==> config.mk <==
export PLATFORM = sky130hd
export DESIGN_NAME = erx_core
export DESIGN_NICKNAME = d
export VERILOG_FILES = /design/src/source/erx_pkg.sv /design/src/source/erx_arbiter.sv /design/src/source/erx_cfg.sv /design/src/source/erx_core.sv /design/src/source/erx_protocol.sv /design/src/source/erx_remap.sv
export VERILOG_INCLUDE_DIRS = /design/src
export SDC_FILE = /design/constraint.sdc
export NUM_CORES = 1
export LEC_CHECK = 0
export BUFFER_PORTS_ARGS = -buffer_cell sky130_fd_sc_hd__buf_2
export CAP_MARGIN = 20
export CORE_MARGIN = 4
export CORE_UTILIZATION = 60
export DETAILED_ROUTE_END_ITERATION = 7
export GPL_ROUTABILITY_DRIVEN = 1
export GPL_TIMING_DRIVEN = 0
export PLACE_DENSITY = 0.84
export SETUP_SLACK_MARGIN = 0.05
export SLEW_MARGIN = 20
export SYNTH_ARGS = -nofsm -noshare
export SYNTH_HDL_FRONTEND = slang
export SYNTH_HIERARCHICAL = 1
export SYNTH_SLANG_ARGS = --single-unit
==> constraint.sdc <==
create_clock -name clk -period 25 [get_ports clk]
set_input_delay 5 -clock clk [delete_from_list [all_inputs] [get_ports clk]]
set_output_delay 5 -clock clk [all_outputs]
set_load 0.01 [all_outputs]
==> src/erx_core_cfg.svh <==
`ifndef ERX_CORE_CFG_SVH
`define ERX_CORE_CFG_SVH

// Mesh coordinates of this core, compared with dstaddr[31:20]
`define ERX_ID                12'h810

// Region codes in dstaddr[19:16] for traffic aimed at this core
`define ERX_CFG_REGION        4'hF   // Own register space
`define ERX_RR_REGION         4'hE   // Read responses coming home

// Register offsets in dstaddr[5:2]
`define ERX_REG_REMAP_CTRL    4'd0   // Remap mode in bits 1:0
`define ERX_REG_REMAP_SEL     4'd1   // Upper address bit select mask
`define ERX_REG_REMAP_PATTERN 4'd2   // Replacement bits for static mode
`define ERX_REG_REMAP_BASE    4'd3   // Offset subtracted in base mode
`define ERX_REG_RX_COUNT      4'd4   // Read only packet counter

// Width of the offset field
`define ERX_REG_OFS_HI        5
`define ERX_REG_OFS_LO        2

`endif

==> src/source/erx_pkg.sv <==
package erx_pkg;

   // Mesh packet, write flag sits in bit 0
   typedef struct packed {
      logic [31:0] srcaddr;   // Bits 103:72
      logic [31:0] data;      // Bits 71:40
      logic [31:0] dstaddr;   // Bits 39:8
      logic        spare;     // Bit 7, unused
      logic [3:0]  ctrlmode;  // Bits 6:3
      logic [1:0]  datamode;  // Bits 2:1
      logic        write;     // Bit 0
   } emesh_packet_t;

   // Packet class decided in the protocol stage
   typedef enum logic [1:0] {
      KIND_WRITE = 2'd0,      // Ordinary write
      KIND_READ  = 2'd1,      // Ordinary read
      KIND_RESP  = 2'd2,      // Read response
      KIND_CFG   = 2'd3       // Own register access
   } rx_kind_e;

   // Classified packet moving between stages
   typedef struct packed {
      logic          valid;
      rx_kind_e      kind;
      emesh_packet_t packet;
   } rx_item_t;

   // Address remap modes
   typedef enum logic [1:0] {
      REMAP_OFF    = 2'd0,    // Address passes unchanged
      REMAP_STATIC = 2'd1,    // Masked replace of bits 31:20
      REMAP_BASE   = 2'd2     // Subtract base address
   } remap_mode_e;

   // Remap settings from register block
   typedef struct packed {
      remap_mode_e mode;
      logic [11:0] sel;
      logic [11:0] pattern;
      logic [31:0] base;
   } remap_cfg_t;

endpackage

==> src/source/erx_arbiter.sv <==
`timescale 1ns/1ps

module erx_arbiter (
   input  logic                   clk,
   input  logic                   rst_n,
   input  erx_pkg::rx_item_t      remap_item,
   input  erx_pkg::rx_item_t      cfg_item,
   input  logic                   rxwr_wait,
   input  logic                   rxrd_wait,
   input  logic                   rxrr_wait,
   output logic                   stall,
   output logic                   rxwr_access,
   output logic                   rxrd_access,
   output logic                   rxrr_access,
   output erx_pkg::emesh_packet_t rxwr_packet,
   output erx_pkg::emesh_packet_t rxrd_packet,
   output erx_pkg::emesh_packet_t rxrr_packet
);
   import erx_pkg::*;

   // Channel index 0 write, 1 read, 2 read response
   rx_item_t      sel_item;    // Whichever side path is valid
   logic [2:0]    load;        // Target channel one hot
   logic [2:0]    wait_v;
   logic [2:0]    acc_q;
   emesh_packet_t pkt_q [0:2];

   // Paths never both valid, remap side takes priority anyway
   assign sel_item = remap_item.valid ? remap_item : cfg_item;

   always_comb begin
      load = 3'b000;
      if (sel_item.valid) begin
         case (sel_item.kind)
            KIND_WRITE: load[0] = 1'b1;
            KIND_READ:  load[1] = 1'b1;
            KIND_RESP:  load[2] = 1'b1;
            default:    load    = 3'b000;   // Register access never reaches here
         endcase
      end
   end

   assign wait_v = {rxrr_wait, rxrd_wait, rxwr_wait};
   assign stall  = |(acc_q & wait_v);      // Blocked output freezes pipe

   always_ff @(posedge clk or negedge rst_n) begin
      if (!rst_n) begin
         acc_q <= 3'b000;
      end else if (!stall) begin
         acc_q <= load;                    // All current outputs delivered
      end else begin
         acc_q <= acc_q & wait_v;          // Drop the ones taken this edge
      end
   end

   always_ff @(posedge clk) begin
      for (int c = 0; c < 3; c++) begin
         if (!stall && load[c]) begin
            pkt_q[c] <= sel_item.packet;
         end
      end
   end

   assign rxwr_access = acc_q[0];
   assign rxrd_access = acc_q[1];
   assign rxrr_access = acc_q[2];
   assign rxwr_packet = pkt_q[0];
   assign rxrd_packet = pkt_q[1];
   assign rxrr_packet = pkt_q[2];

endmodule

==> src/source/erx_cfg.sv <==
`timescale 1ns/1ps
`include "erx_core_cfg.svh"

module erx_cfg (
   input  logic                clk,
   input  logic                rst_n,
   input  erx_pkg::rx_item_t   rx_item,
   input  logic                stall,
   output erx_pkg::remap_cfg_t remap_cfg,
   output erx_pkg::rx_item_t   cfg_item
);
   import erx_pkg::*;

   logic          is_cfg;      // Register access in this stage
   logic          reg_wr;
   logic          reg_rd;
   logic [3:0]    offset;      // Register index from dstaddr
   logic [31:0]   wr_data;
   logic [31:0]   rd_data;
   emesh_packet_t req;
   emesh_packet_t resp;
   remap_mode_e   mode_q;
   logic [11:0]   sel_q;
   logic [11:0]   pattern_q;
   logic [31:0]   base_q;
   logic [31:0]   count_q;     // Non register packets seen
   logic          valid_q;
   emesh_packet_t resp_q;

   assign req     = rx_item.packet;
   assign offset  = req.dstaddr[`ERX_REG_OFS_HI:`ERX_REG_OFS_LO];
   assign wr_data = req.data;
   assign is_cfg  = rx_item.valid && (rx_item.kind == KIND_CFG);
   assign reg_wr  = is_cfg && req.write && !stall;
   assign reg_rd  = is_cfg && !req.write;

   always_ff @(posedge clk or negedge rst_n) begin
      if (!rst_n) begin
         mode_q    <= REMAP_OFF;
         sel_q     <= '0;
         pattern_q <= '0;
         base_q    <= '0;
         count_q   <= '0;
      end else begin
         if (reg_wr) begin
            case (offset)
               `ERX_REG_REMAP_CTRL:    mode_q    <= remap_mode_e'(wr_data[1:0]);
               `ERX_REG_REMAP_SEL:     sel_q     <= wr_data[11:0];
               `ERX_REG_REMAP_PATTERN: pattern_q <= wr_data[11:0];
               `ERX_REG_REMAP_BASE:    base_q    <= wr_data;
               default: ;                        // Counter and holes ignore writes
            endcase
         end
         if (!stall && rx_item.valid && (rx_item.kind != KIND_CFG)) begin
            count_q <= count_q + 32'd1;
         end
      end
   end

   always_comb begin
      case (offset)
         `ERX_REG_REMAP_CTRL:    rd_data = {30'b0, mode_q};
         `ERX_REG_REMAP_SEL:     rd_data = {20'b0, sel_q};
         `ERX_REG_REMAP_PATTERN: rd_data = {20'b0, pattern_q};
         `ERX_REG_REMAP_BASE:    rd_data = base_q;
         `ERX_REG_RX_COUNT:      rd_data = count_q;
         default:                rd_data = '0;  // Unmapped reads as zero
      endcase
   end

   // Response goes back to the requester as a write
   always_comb begin
      resp          = '0;
      resp.write    = 1'b1;
      resp.datamode = req.datamode;
      resp.ctrlmode = req.ctrlmode;
      resp.dstaddr  = req.srcaddr;
      resp.data     = rd_data;
      resp.srcaddr  = req.dstaddr;
   end

   always_ff @(posedge clk or negedge rst_n) begin
      if (!rst_n) begin
         valid_q <= 1'b0;
      end else if (!stall) begin
         valid_q <= reg_rd;
      end
   end

   always_ff @(posedge clk) begin
      if (!stall && reg_rd) begin
         resp_q <= resp;
      end
   end

   assign remap_cfg = '{mode: mode_q, sel: sel_q, pattern: pattern_q, base: base_q};
   assign cfg_item  = '{valid: valid_q, kind: KIND_WRITE, packet: resp_q};

endmodule

==> src/source/erx_core.sv <==
`timescale 1ns/1ps

module erx_core (
   input  logic                   clk,
   input  logic                   rst_n,
   input  logic                   rx_access,
   input  erx_pkg::emesh_packet_t rx_packet,
   output logic                   rx_wr_wait,
   output logic                   rx_rd_wait,
   output logic                   rxwr_access,
   output erx_pkg::emesh_packet_t rxwr_packet,
   input  logic                   rxwr_wait,
   output logic                   rxrd_access,
   output erx_pkg::emesh_packet_t rxrd_packet,
   input  logic                   rxrd_wait,
   output logic                   rxrr_access,
   output erx_pkg::emesh_packet_t rxrr_packet,
   input  logic                   rxrr_wait
);
   import erx_pkg::*;

   rx_item_t   rx_item;        // Classified input packet
   rx_item_t   remap_item;     // Ordinary traffic after remap
   rx_item_t   cfg_item;       // Register read responses
   remap_cfg_t remap_cfg;
   logic       stall;

   erx_protocol i_protocol (
      .clk       (clk),
      .rst_n     (rst_n),
      .rx_access (rx_access),
      .rx_packet (rx_packet),
      .stall     (stall),
      .rx_item   (rx_item)
   );

   erx_remap i_remap (
      .clk        (clk),
      .rst_n      (rst_n),
      .rx_item    (rx_item),
      .remap_cfg  (remap_cfg),
      .stall      (stall),
      .remap_item (remap_item)
   );

   erx_cfg i_cfg (
      .clk       (clk),
      .rst_n     (rst_n),
      .rx_item   (rx_item),
      .stall     (stall),
      .remap_cfg (remap_cfg),
      .cfg_item  (cfg_item)
   );

   erx_arbiter i_arbiter (
      .clk         (clk),
      .rst_n       (rst_n),
      .remap_item  (remap_item),
      .cfg_item    (cfg_item),
      .rxwr_wait   (rxwr_wait),
      .rxrd_wait   (rxrd_wait),
      .rxrr_wait   (rxrr_wait),
      .stall       (stall),
      .rxwr_access (rxwr_access),
      .rxrd_access (rxrd_access),
      .rxrr_access (rxrr_access),
      .rxwr_packet (rxwr_packet),
      .rxrd_packet (rxrd_packet),
      .rxrr_packet (rxrr_packet)
   );

   assign rx_wr_wait = stall;      // Same stall for both directions
   assign rx_rd_wait = stall;

endmodule

==> src/source/erx_protocol.sv <==
`timescale 1ns/1ps
`include "erx_core_cfg.svh"

module erx_protocol (
   input  logic                   clk,
   input  logic                   rst_n,
   input  logic                   rx_access,
   input  erx_pkg::emesh_packet_t rx_packet,
   input  logic                   stall,
   output erx_pkg::rx_item_t      rx_item
);
   import erx_pkg::*;

   logic          accept;      // Packet taken this edge
   logic          to_me;       // Address carries our core id
   logic [3:0]    region;      // Region code of dstaddr
   rx_kind_e      kind;        // Class of incoming packet
   logic          valid_q;
   rx_kind_e      kind_q;
   emesh_packet_t packet_q;

   assign accept = rx_access & ~stall;
   assign to_me  = (rx_packet.dstaddr[31:20] == `ERX_ID);
   assign region = rx_packet.dstaddr[19:16];

   // Own regions first, everything else by write flag
   always_comb begin
      if (to_me && (region == `ERX_RR_REGION)) begin
         kind = KIND_RESP;
      end else if (to_me && (region == `ERX_CFG_REGION)) begin
         kind = KIND_CFG;
      end else if (rx_packet.write) begin
         kind = KIND_WRITE;
      end else begin
         kind = KIND_READ;
      end
   end

   always_ff @(posedge clk or negedge rst_n) begin
      if (!rst_n) begin
         valid_q <= 1'b0;
      end else if (!stall) begin
         valid_q <= rx_access;            // Empty slot when sender idle
      end
   end

   always_ff @(posedge clk) begin
      if (accept) begin
         kind_q   <= kind;
         packet_q <= rx_packet;
      end
   end

   assign rx_item = '{valid: valid_q, kind: kind_q, packet: packet_q};

endmodule

==> src/source/erx_remap.sv <==
`timescale 1ns/1ps

module erx_remap (
   input  logic                clk,
   input  logic                rst_n,
   input  erx_pkg::rx_item_t   rx_item,
   input  erx_pkg::remap_cfg_t remap_cfg,
   input  logic                stall,
   output erx_pkg::rx_item_t   remap_item
);
   import erx_pkg::*;

   logic [31:0]   addr;        // Incoming destination
   logic [31:0]   addr_new;    // Remapped destination
   logic          is_rdwr;     // Ordinary write or read
   logic          keep;        // Item continues down this path
   emesh_packet_t packet_nxt;
   logic          valid_q;
   rx_kind_e      kind_q;
   emesh_packet_t packet_q;

   assign addr    = rx_item.packet.dstaddr;
   assign is_rdwr = (rx_item.kind == KIND_WRITE) || (rx_item.kind == KIND_READ);
   assign keep    = rx_item.valid && (rx_item.kind != KIND_CFG);   // Register access leaves here

   always_comb begin
      case (remap_cfg.mode)
         REMAP_OFF: begin
            addr_new = addr;
         end
         REMAP_STATIC: begin
            addr_new = {(addr[31:20] & ~remap_cfg.sel) |
                        (remap_cfg.pattern & remap_cfg.sel), addr[19:0]};
         end
         REMAP_BASE: begin
            addr_new = addr - remap_cfg.base;     // Wraps below base
         end
         default: begin
            addr_new = addr;                     // Reserved mode acts as off
         end
      endcase
   end

   always_comb begin
      packet_nxt = rx_item.packet;
      if (is_rdwr) begin
         packet_nxt.dstaddr = addr_new;          // Responses untouched
      end
   end

   always_ff @(posedge clk or negedge rst_n) begin
      if (!rst_n) begin
         valid_q <= 1'b0;
      end else if (!stall) begin
         valid_q <= keep;
      end
   end

   always_ff @(posedge clk) begin
      if (!stall && keep) begin
         kind_q   <= rx_item.kind;
         packet_q <= packet_nxt;
      end
   end

   assign remap_item = '{valid: valid_q, kind: kind_q, packet: packet_q};

endmodule

==> results of run 1 <==
[power by group]
group	total [W]	switching, W	internal (W)	leakage (nW)
Clock	0.00100	0.000430	0.000573	1.08
Sequential	0.00184	0.000122	0.00171	7.11
Combinational	0.000901	0.000564	0.000336	4.54
Total	0.00374	0.00112	0.00262	12.7
[logic make-up (layout without fill, tap and decap cells)]
family	after synthesis	count (layout)	share of synthesized area, %
simple gates	219	219	4.530
buf+inv	108	683	1.858
mux	170	170	7.049
xor+xnor	54	54	1.747
fa+ha+maj	36	36	1.692
flops	722	722	78.32
compound gates	178	178	4.779
other cells	2	13	0.02774
[worst paths after layout]
path	slack (ps)	startpoint	end
min in group asynchronous	4270	rst_n	i_cfg/count_q[14]
worst min-delay path	430	i_protocol/rx_item[7]	i_remap/remap_item[7]
worst max-delay path	13030	rxrr_wait	rx_wr_wait
max in group asynchronous	20070	rst_n	i_arbiter/acc_q[2]
worst max register to register	21170	i_arbiter/acc_q[0]	i_cfg/pattern_q[3]
worst min register to register	430	i_protocol/rx_item[7]	i_remap/remap_item[7]
[cells in the mapped netlist (17+ instances only)]
cell and n:
a21o_1 20, a21oi_1 18, a22o_1 20, buf_2 17, buf_4 17, dfrtp_1 96, edfxtp_1 626, ha_1 35
inv_1 60, mux2_1 58, mux2_2 107, nand2_1 73, nand3_1 25, nor2_1 39, o21ai_0 28, o21ai_1 20
xnor2_1 28, xor2_1 26
[through the flow]
step / total power (W) / worst slack [ps] / area [um^2] / utilization (%)
after CTS: 0.003758 / 13090 / 32640 / 73.49
after detailed placement: 0.002747 / 13100 / 30450 / 68.57
after global placement: 0.002725 / 5220 / 29950 / 67.43
final: 0.003738 / 13030 / 32660 / 73.54
after floorplan: 0.002383 / 10550 / 27080 / -
after global routing: 0.003909 / 13000 / 32660 / 73.53
[cell usage in the layout, fill, tap and decap left out, types with 5 or more instances in the layout]
master     count
and2_1         5
buf_2        442
clkbuf_1      23
o21ai_0       28
nand3_1       25
dfrtp_1       96
edfxtp_1     626
buf_4         17
o21ai_1       20
nand4_1       15
a21oi_1       18
a211oi_1       6
nand2_1       73
clkbuf_16     73
buf_12         7
a222oi_1      13
xnor2_1       28
a22o_1        20
buf_16         8
inv_1         60
or3_1          7
xor2_1        26
clkinv_2      19
ha_1          35
a22oi_1       13
a21o_1        20
buf_6          6
mux2_1        58
nor2_1        38
diode_2        9
mux2i_1        5
and3_1         7
mux2_2       107
clkinv_1       9
[area by class of cell]
class	count	area, um^2
Tap cell	592	740.7
Clock inverter	40	292.8
Inverter	60	225.2
Fill cell	2640	11750
Sequential cell	722	21200
Clock buffer	86	1896
Timing Repair Buffer	449	2600
Antenna cell	9	22.52
Multi-Input combinational cell	661	5409
Buffer	48	277.8
[state kept, by name, summed over array words and instances (netlist names), 2 cells and up]
name,count
i_arbiter/pkt_q,312
i_protocol/rx_item,104
i_remap/remap_item,104
i_cfg/cfg_item,102
i_cfg/base_q,32
i_cfg/count_q,32
i_cfg/pattern_q,12
i_cfg/sel_q,12
i_arbiter/acc_q,3
i_cfg/mode_q,2
i_protocol/kind_q,2
i_remap/kind_q,2
[metal layers]
| layer | part of all wire [%] | wire length (um) | global-route usage [%] | up-vias |
|---|---|---|---|---|
| li1 | - | - | - | 6796 |
| met1 | 40 | 26050 | 37.00 | 7908 |
| met2 | 50 | 32320 | 43.72 | 743 |
| met3 | 7.3 | 4771 | 4.491 | 105 |
| met4 | 2.7 | 1749 | 9.232 | 4 |
| met5 | 0.035 | 23 | 0 | - |
==> metrics.cfg, run 1 <==
[critical_path]
reg2reg_depth = 7
required_ps = 20000
start_kind = input port
crit_slowest_cell = a222oi_1
critPathBufInv = 4
worstPathCellList = buf_2, a222oi_1, inv_1, buf_4, buf_2
path_max_fanout = 9
path_delay_family = buffers and inverters
worstSetupPathType = input port to output pin
endpoint_kind = output pin
cpMostUsedCell = buf_2
cp_data_arrival_time_ps = 6970
worstSetupPathDepth = 5
critPathMaxStageDelay_ps = 860

[clock_tree]
cts_buffers = 70
cts_tree = built
cts-htree-levels = 3
cts.path.max_buffers = 3
cts_root_buf = clkbuf_16
clock_latency_ps = 600
cts_resized = 0
cts_sinks = 722
clk_pin_slew_ps = 60
post_cts_buffers = 0
ctsHoldBuffers = 0

[floorplanning]
dieHeight_um = 220.4
dieWidth_um = 220.4
ioPinCount = 427
core-area_um2 = 44410
die_area_um2 = 48580
start_util_pct = 60.95
row_count = 77

[sta]
rsz0062_at_grt = no
drv_slew = 0
fmax_mhz = 83.57
fin_crit_ps = 11970
skew_ps = 19.72
period_share_pct = 47.87
hold_slack_ps = 428.2
slew_headroom_pct = 32.04
tightest_slew_ps = 1017
hold_violations = 0
fin_tns_setup_ps = 0
setup_violations = 0

[hold_path]
hp-class = register to register
holdPathStages = 0

[route]
wire_per_inst_um = 24.34
drtAntennaViolNets = 0
postRouteWirelength_um = 64920
vias = 15560
viasPerCell = 5.833
drt_pre_antenna_iters = 6
drt_iter0_drc = 1473
drc = 0

[grt]
grt_pass1_vias = 15510
grt_pass1_wl_um = 95850
grtUsageTotal_pct = 26.68
grt_max_degree = 74
grt_antenna_before_repair = 9
grt-ovfl-total = 0

[placement]
gp_congestion = 0.9086
io_buffers = 426
placed_cells = 2532
hpwl_um = 46160

[power]
ir_worst_vdd_mv = 0.1020
power.density_nw_per_um2 = 114.4
cellLeakagePower_nw = 12.73

[yosys]
seq_area_frac_synth_pct = 78.32
synthFlopType = edfxtp_1
ys_types = 79
syn_avg_cell_area_um2 = 18.18
synth.top_cell.area_share_pct = 69.44
yosysTopAreaCell = edfxtp_1
ys_top_cells_by_area = edfxtp_1 69%, dfrtp_1 8.9%, mux2_2 4.5%
ys_async_sr_fraction_pct = 13.30
ys_seq_elements = 722
ys_warn_count = 6
synth_area_um2 = 27070
synth-edff-count = 626
synthCells = 1489

[finish]
area_delta_synth_final_pct = 20.67
nets = 2158
stdcell_count = 2667
drive_gt1_share_pct = 35.24

[outcome]
status = finished clean

[flow_run]
max-cap-violations = 0

Note: power is estimated with default switching activity, not from simulation.
==> run 2: changes to the inputs <==
--- a/config.mk
+++ b/config.mk
@@ -9,11 +9,11 @@
 export BUFFER_PORTS_ARGS = -buffer_cell sky130_fd_sc_hd__buf_2
 export CAP_MARGIN = 20
 export CORE_MARGIN = 4
-export CORE_UTILIZATION = 60
+export CORE_UTILIZATION = 56
 export DETAILED_ROUTE_END_ITERATION = 7
 export GPL_ROUTABILITY_DRIVEN = 1
 export GPL_TIMING_DRIVEN = 0
-export PLACE_DENSITY = 0.84
+export PLACE_DENSITY = 0.79
 export SETUP_SLACK_MARGIN = 0.05
 export SLEW_MARGIN = 20
 export SYNTH_ARGS = -nofsm -noshare
==> constraint.sdc (replaced) <==
create_clock -name clk -period 11.3 [get_ports clk]
set_input_delay 2.26 -clock clk [delete_from_list [all_inputs] [get_ports clk]]
set_output_delay 2.26 -clock clk [all_outputs]
set_load 0.01 [all_outputs]
==> metrics.cfg, run 2 (synthesis results as in run 1) <==
[clock_tree]
cts-htree-levels = 3
cts_buffers = 73
ctsHoldBuffers = 0
cts_resized = 0
cts_tree = built
post_cts_buffers = 0
cts.path.max_buffers = 3
cts_root_buf = clkbuf_16
clock_latency_ps = 610
clk_pin_slew_ps = 50
cts_sinks = 722

[finish]
ff_latch_area_um2 = 21200
nets = 2165
mostFrequentLayoutCell = edfxtp_1
fillCellCount = 3042
layout_common_cells = 626 x edfxtp_1, 442 x buf_2, 107 x mux2_2, 96 x dfrtp_1, 77 x clkbuf_16
largest_reg_flops = 312
drive_gt1_share_pct = 35.07
top_register = i_arbiter/pkt_q
area_delta_synth_final_pct = 21.74
multi_input_area_um2 = 5414
stdcell_count = 2698

[sta]
fin_tns_setup_ps = 0
setup_violations = 0
tightest_slew_ps = 870.0
slew_headroom_pct = 41.65
drv_slew = 0
fin_crit_ps = 6287
rsz0062_at_grt = no
period_share_pct = 55.63
hold_violations = 0
skew_ps = 25.10
timing.final.ws_setup_ps = 5013
fmax_mhz = 159.1

[route]
vias = 15320
drt_pre_antenna_iters = 8
drc = 0
postRouteWirelength_um = 65100
viasPerCell = 5.679
drt_iter0_drc = 1407
drtAntennaViolNets = 0
wire_per_inst_um = 24.13

[floorplanning]
dieWidth_um = 227.9
die_area_um2 = 51920
row_count = 80
ioPinCount = 427
dieHeight_um = 227.9
start_util_pct = 56.70
core-area_um2 = 47750

[power]
cellLeakagePower_nw = 12.82
ir_worst_vdd_mv = 0.1406
power.density_nw_per_um2 = 256.5

[hold_path]
hp-class = register to register

[critical_path]
path_delay_family = buffers and inverters
cpMostUsedCell = buf_2
critPathMaxStageDelay_ps = 770
crit_slowest_cell = a222oi_1
cp_data_arrival_time_ps = 4030
path_max_fanout = 9
worstPathCellList = buf_2, a222oi_1, inv_1, buf_4, buf_2
critPathBufInv = 4
worstSetupPathType = input port to output pin
endpoint_kind = output pin
required_ps = 9040
start_kind = input port

[grt]
met2_usage_pct = 40.63
grt.busiest_layer = met2
grt_pass1_vias = 15640
grtUsageTotal_pct = 24.76
use_met3_pct = 5.040
grt_antenna_before_repair = 8
grt_max_degree = 62
grt-ovfl-total = 0
grt_pass1_wl_um = 97980
grt_use_met1_pct = 33.23

[placement]
gp_congestion = 0.8873
dp_slack_ps = 5044
placed_cells = 2559
hpwl_um = 46660
io_buffers = 426

[flow_run]
max-cap-violations = 0

[outcome]
status = finished clean

==> run 2: routing by layer <==
| metal | vias up | share of wire [%] |
|---|---|---|
| li1 | 6809 | - |
| met5 | - | 0 |
| met1 | 7757 | 41 |
| met2 | 648 | 50 |
| met4 | 0 | 3.0 |
| met3 | 108 | 6.5 |
==> run 2: worst paths after layout <==
check | from | endpoint | slack (ps) | cells past startpoint
hold reg to reg | i_protocol/rx_item[60] | i_remap/remap_item[60] | 440 | 0
setup reg to reg | i_arbiter/acc_q[2] | i_cfg/sel_q[6] | 7800 | 7
max in group asynchronous | rst_n | i_remap/valid_q | 9090 | 2
min in group asynchronous | rst_n | i_cfg/base_q[23] | 1560 | 1
hold / removal | i_protocol/rx_item[60] | i_remap/remap_item[60] | 440 | 0
setup / recovery | rxrr_wait | rx_wr_wait | 5010 | 5
==> run 2: final cells by class <==
type,count,area share (%)
Buffer,48,0.8429
Clock inverter,43,1.131
Tap cell,615,2.335
Inverter,60,0.6834
Timing Repair Buffer,453,8.182
Multi-Input combinational cell,661,16.43
Antenna cell,7,0.05315
Clock buffer,89,6.014
Sequential cell,722,64.33
==> run 2: metrics by stage <==
stage	hold slack [ps]	utilization, %	total power, W	area [um^2]
global placement	410.8	62.80	0.006008	29980
CTS	438.0	68.98	0.008507	32930
floorplan	400.3	-	0.005246	27080
global route	456.3	69.02	0.008829	32960
detailed placement	427.1	64.04	0.006119	30580
finish	437.9	69.02	0.008452	32960
==> run 2: power by group <==
part,leakage (nW),internal [W],switching [W]
sequential,7.11,0.00379,0.000263
combinational,4.58,0.000766,0.00126
clock,1.13,0.00139,0.000984
total,12.8,0.00594,0.00251
==> run 3: changes to the inputs <==
--- a/config.mk
+++ b/config.mk
@@ -9,11 +9,11 @@
 export BUFFER_PORTS_ARGS = -buffer_cell sky130_fd_sc_hd__buf_2
 export CAP_MARGIN = 20
 export CORE_MARGIN = 4
-export CORE_UTILIZATION = 56
+export CORE_UTILIZATION = 51
 export DETAILED_ROUTE_END_ITERATION = 7
 export GPL_ROUTABILITY_DRIVEN = 1
 export GPL_TIMING_DRIVEN = 0
-export PLACE_DENSITY = 0.79
+export PLACE_DENSITY = 0.76
 export SETUP_SLACK_MARGIN = 0.05
 export SLEW_MARGIN = 20
 export SYNTH_ARGS = -nofsm -noshare
==> constraint.sdc (replaced) <==
create_clock -name clk -period 5.1 [get_ports clk]
set_input_delay 1.02 -clock clk [delete_from_list [all_inputs] [get_ports clk]]
set_output_delay 1.02 -clock clk [all_outputs]
set_load 0.01 [all_outputs]
==> metrics.cfg, run 3 (synthesis results as in run 1) <==
[route]
drt_pre_antenna_iters = 6
drc = 0
wire_per_inst_um = 23.47
drt_iter0_drc = 1431
viasPerCell = 5.440
postRouteWirelength_um = 64980
drtAntennaViolNets = 0
vias = 15060

[critical_path]
reg2reg_depth = 7
path_delay_family = compound AO/OA/AOI/OAI gates
r2r-end = i_cfg/base_q[30]
start_kind = input port
critPathBufInv = 4
worstPathCellList = buf_2, a222oi_1, inv_2, buf_4, buf_2
worstSetupPathType = input port to output pin
path_max_fanout = 9
r2r-start = i_arbiter/acc_q[2]
endpoint_kind = output pin
critPathMaxStageDelay_ps = 900
r2r_slack_ps = 1540
crit_slowest_cell = a222oi_1
cpMostUsedCell = buf_2
required_ps = 4080
cp_data_arrival_time_ps = 2740

[sta]
setup_violations = 0
fin_tns_setup_ps = 0
hold_violations = 0
drv_slew = 0
skew_ps = 20.09
fmax_mhz = 266.1
tightest_slew_ps = 1097
rsz0062_at_grt = no
period_share_pct = 73.70
slew_headroom_pct = 26.67
fin_crit_ps = 3759

[placement]
io_buffers = 426
gp_congestion = 0.8991
placed_cells = 2631
hpwl_um = 47210

[power]
power_frac_comb_pct = 23.7
internal_power_w = 0.01330
seqPwrFrac_pct = 47.7
clkPwrFrac_pct = 28.6
power.density_nw_per_um2 = 567.9
cellLeakagePower_nw = 12.86
ir_worst_vdd_mv = 0.2857
power_switching_w = 0.005494
switching_share_pct = 29.23
power_w = 0.01880

[finish]
largest_reg_flops = 312
utilization_pct = 62.98
drive_gt1_share_pct = 35.23
stdcell_count = 2768
area_delta_synth_final_pct = 22.26
top_register = i_arbiter/pkt_q
nets = 2164
layout_common_cells = 626 x edfxtp_1, 442 x buf_2, 107 x mux2_2, 96 x dfrtp_1, 77 x clkbuf_16
mostFrequentLayoutCell = edfxtp_1

[clock_tree]
cts_buffers = 73
cts_sinks = 722
clk_pin_slew_ps = 50
ctsHoldBuffers = 0
post_cts_buffers = 0
cts.path.max_buffers = 3
cts-htree-levels = 3
cts_tree = built
cts_resized = 0
clock_latency_ps = 600
cts_root_buf = clkbuf_16

[floorplanning]
ioPinCount = 427
row_count = 84
start_util_pct = 51.51
dieHeight_um = 238.4
core-area_um2 = 52550
dieWidth_um = 238.4
die_area_um2 = 56830

[outcome]
status = finished clean

[grt]
grtUsageTotal_pct = 22.41
grt-ovfl-total = 0
grt_antenna_before_repair = 8
grt_max_degree = 67
grt_pass1_vias = 15340
grt_pass1_wl_um = 95410

[flow_run]
max-cap-violations = 0

[hold_path]
hp-class = input port to asynchronous set/reset pin

## run 3: cell count changes in the layout (fill, tap and decap cells not counted), moves of 2 or more
cell,delta
buf_8,-2
clkinv_1,-7
clkinv_2,+3
clkinv_4,+3
diode_2,-2
clkinvlp_4,-4
bufinv_16,+3
clkbuf_1,+3
## run 3: layout make-up
class	instances	area, um^2
Tap cell	688	860.8
Timing Repair Buffer	452	2678
Clock buffer	92	1993
Buffer	48	277.8
Fill cell	3746	19450
Sequential cell	722	21200
Antenna cell	5	12.51
Inverter	60	225.2
Multi-Input combinational cell	661	5409
Clock inverter	40	439.2
## run 3: per-stage QoR
stage / cell area [um^2] / hold slack [ps] / worst slack (ps)
floorplan: 27100 / 400.3 / -6.465
global placement: 30100 / 409.9 / -2079
detailed placement: 30650 / 417.3 / 993.5
CTS: 33080 / 285.8 / 1376
global route: 33090 / 297.1 / 1188
finish: 33100 / 311.6 / 1341
## run 3: how the worst max path moves through the flow
stage / slack, ps / cells past startpoint / start / endpoint
after floorplan: -6 / 3 / rxrr_wait / i_remap/kind_q[0]
after global placement: -2080 / 4 / rxrr_wait / i_remap/remap_item[62]
after detailed placement: 990 / 8 / rxrr_wait / i_cfg/base_q[5]
after CTS: 1380 / 5 / rxrr_wait / rx_wr_wait
after global routing: 1190 / 5 / rxrr_wait / rx_wr_wait
final: 1340 / 5 / rxrr_wait / rx_wr_wait
## run 3: power groups by stage
| stage | Combinational (W) | Sequential, W | Clock [W] |
|---|---|---|---|
| after global placement | 0.00404 | 0.00924 | 0 |
| after floorplan | 0.00232 | 0.00924 | 0 |
| after CTS | 0.00449 | 0.00898 | 0.00548 |
| after global routing | 0.00480 | 0.00909 | 0.00575 |
| final | 0.00445 | 0.00897 | 0.00538 |
| after detailed placement | 0.00446 | 0.00908 | 0 |
## run 3: routing by layer
layer  track usage (%)  up-vias  routed length, um
li1                  -     6794                  -
met1             30.54     7614              27050
met2             36.69      526              32010
met3             5.039      119               4151
met4             6.649        6               1738
met5                 0        -                 30
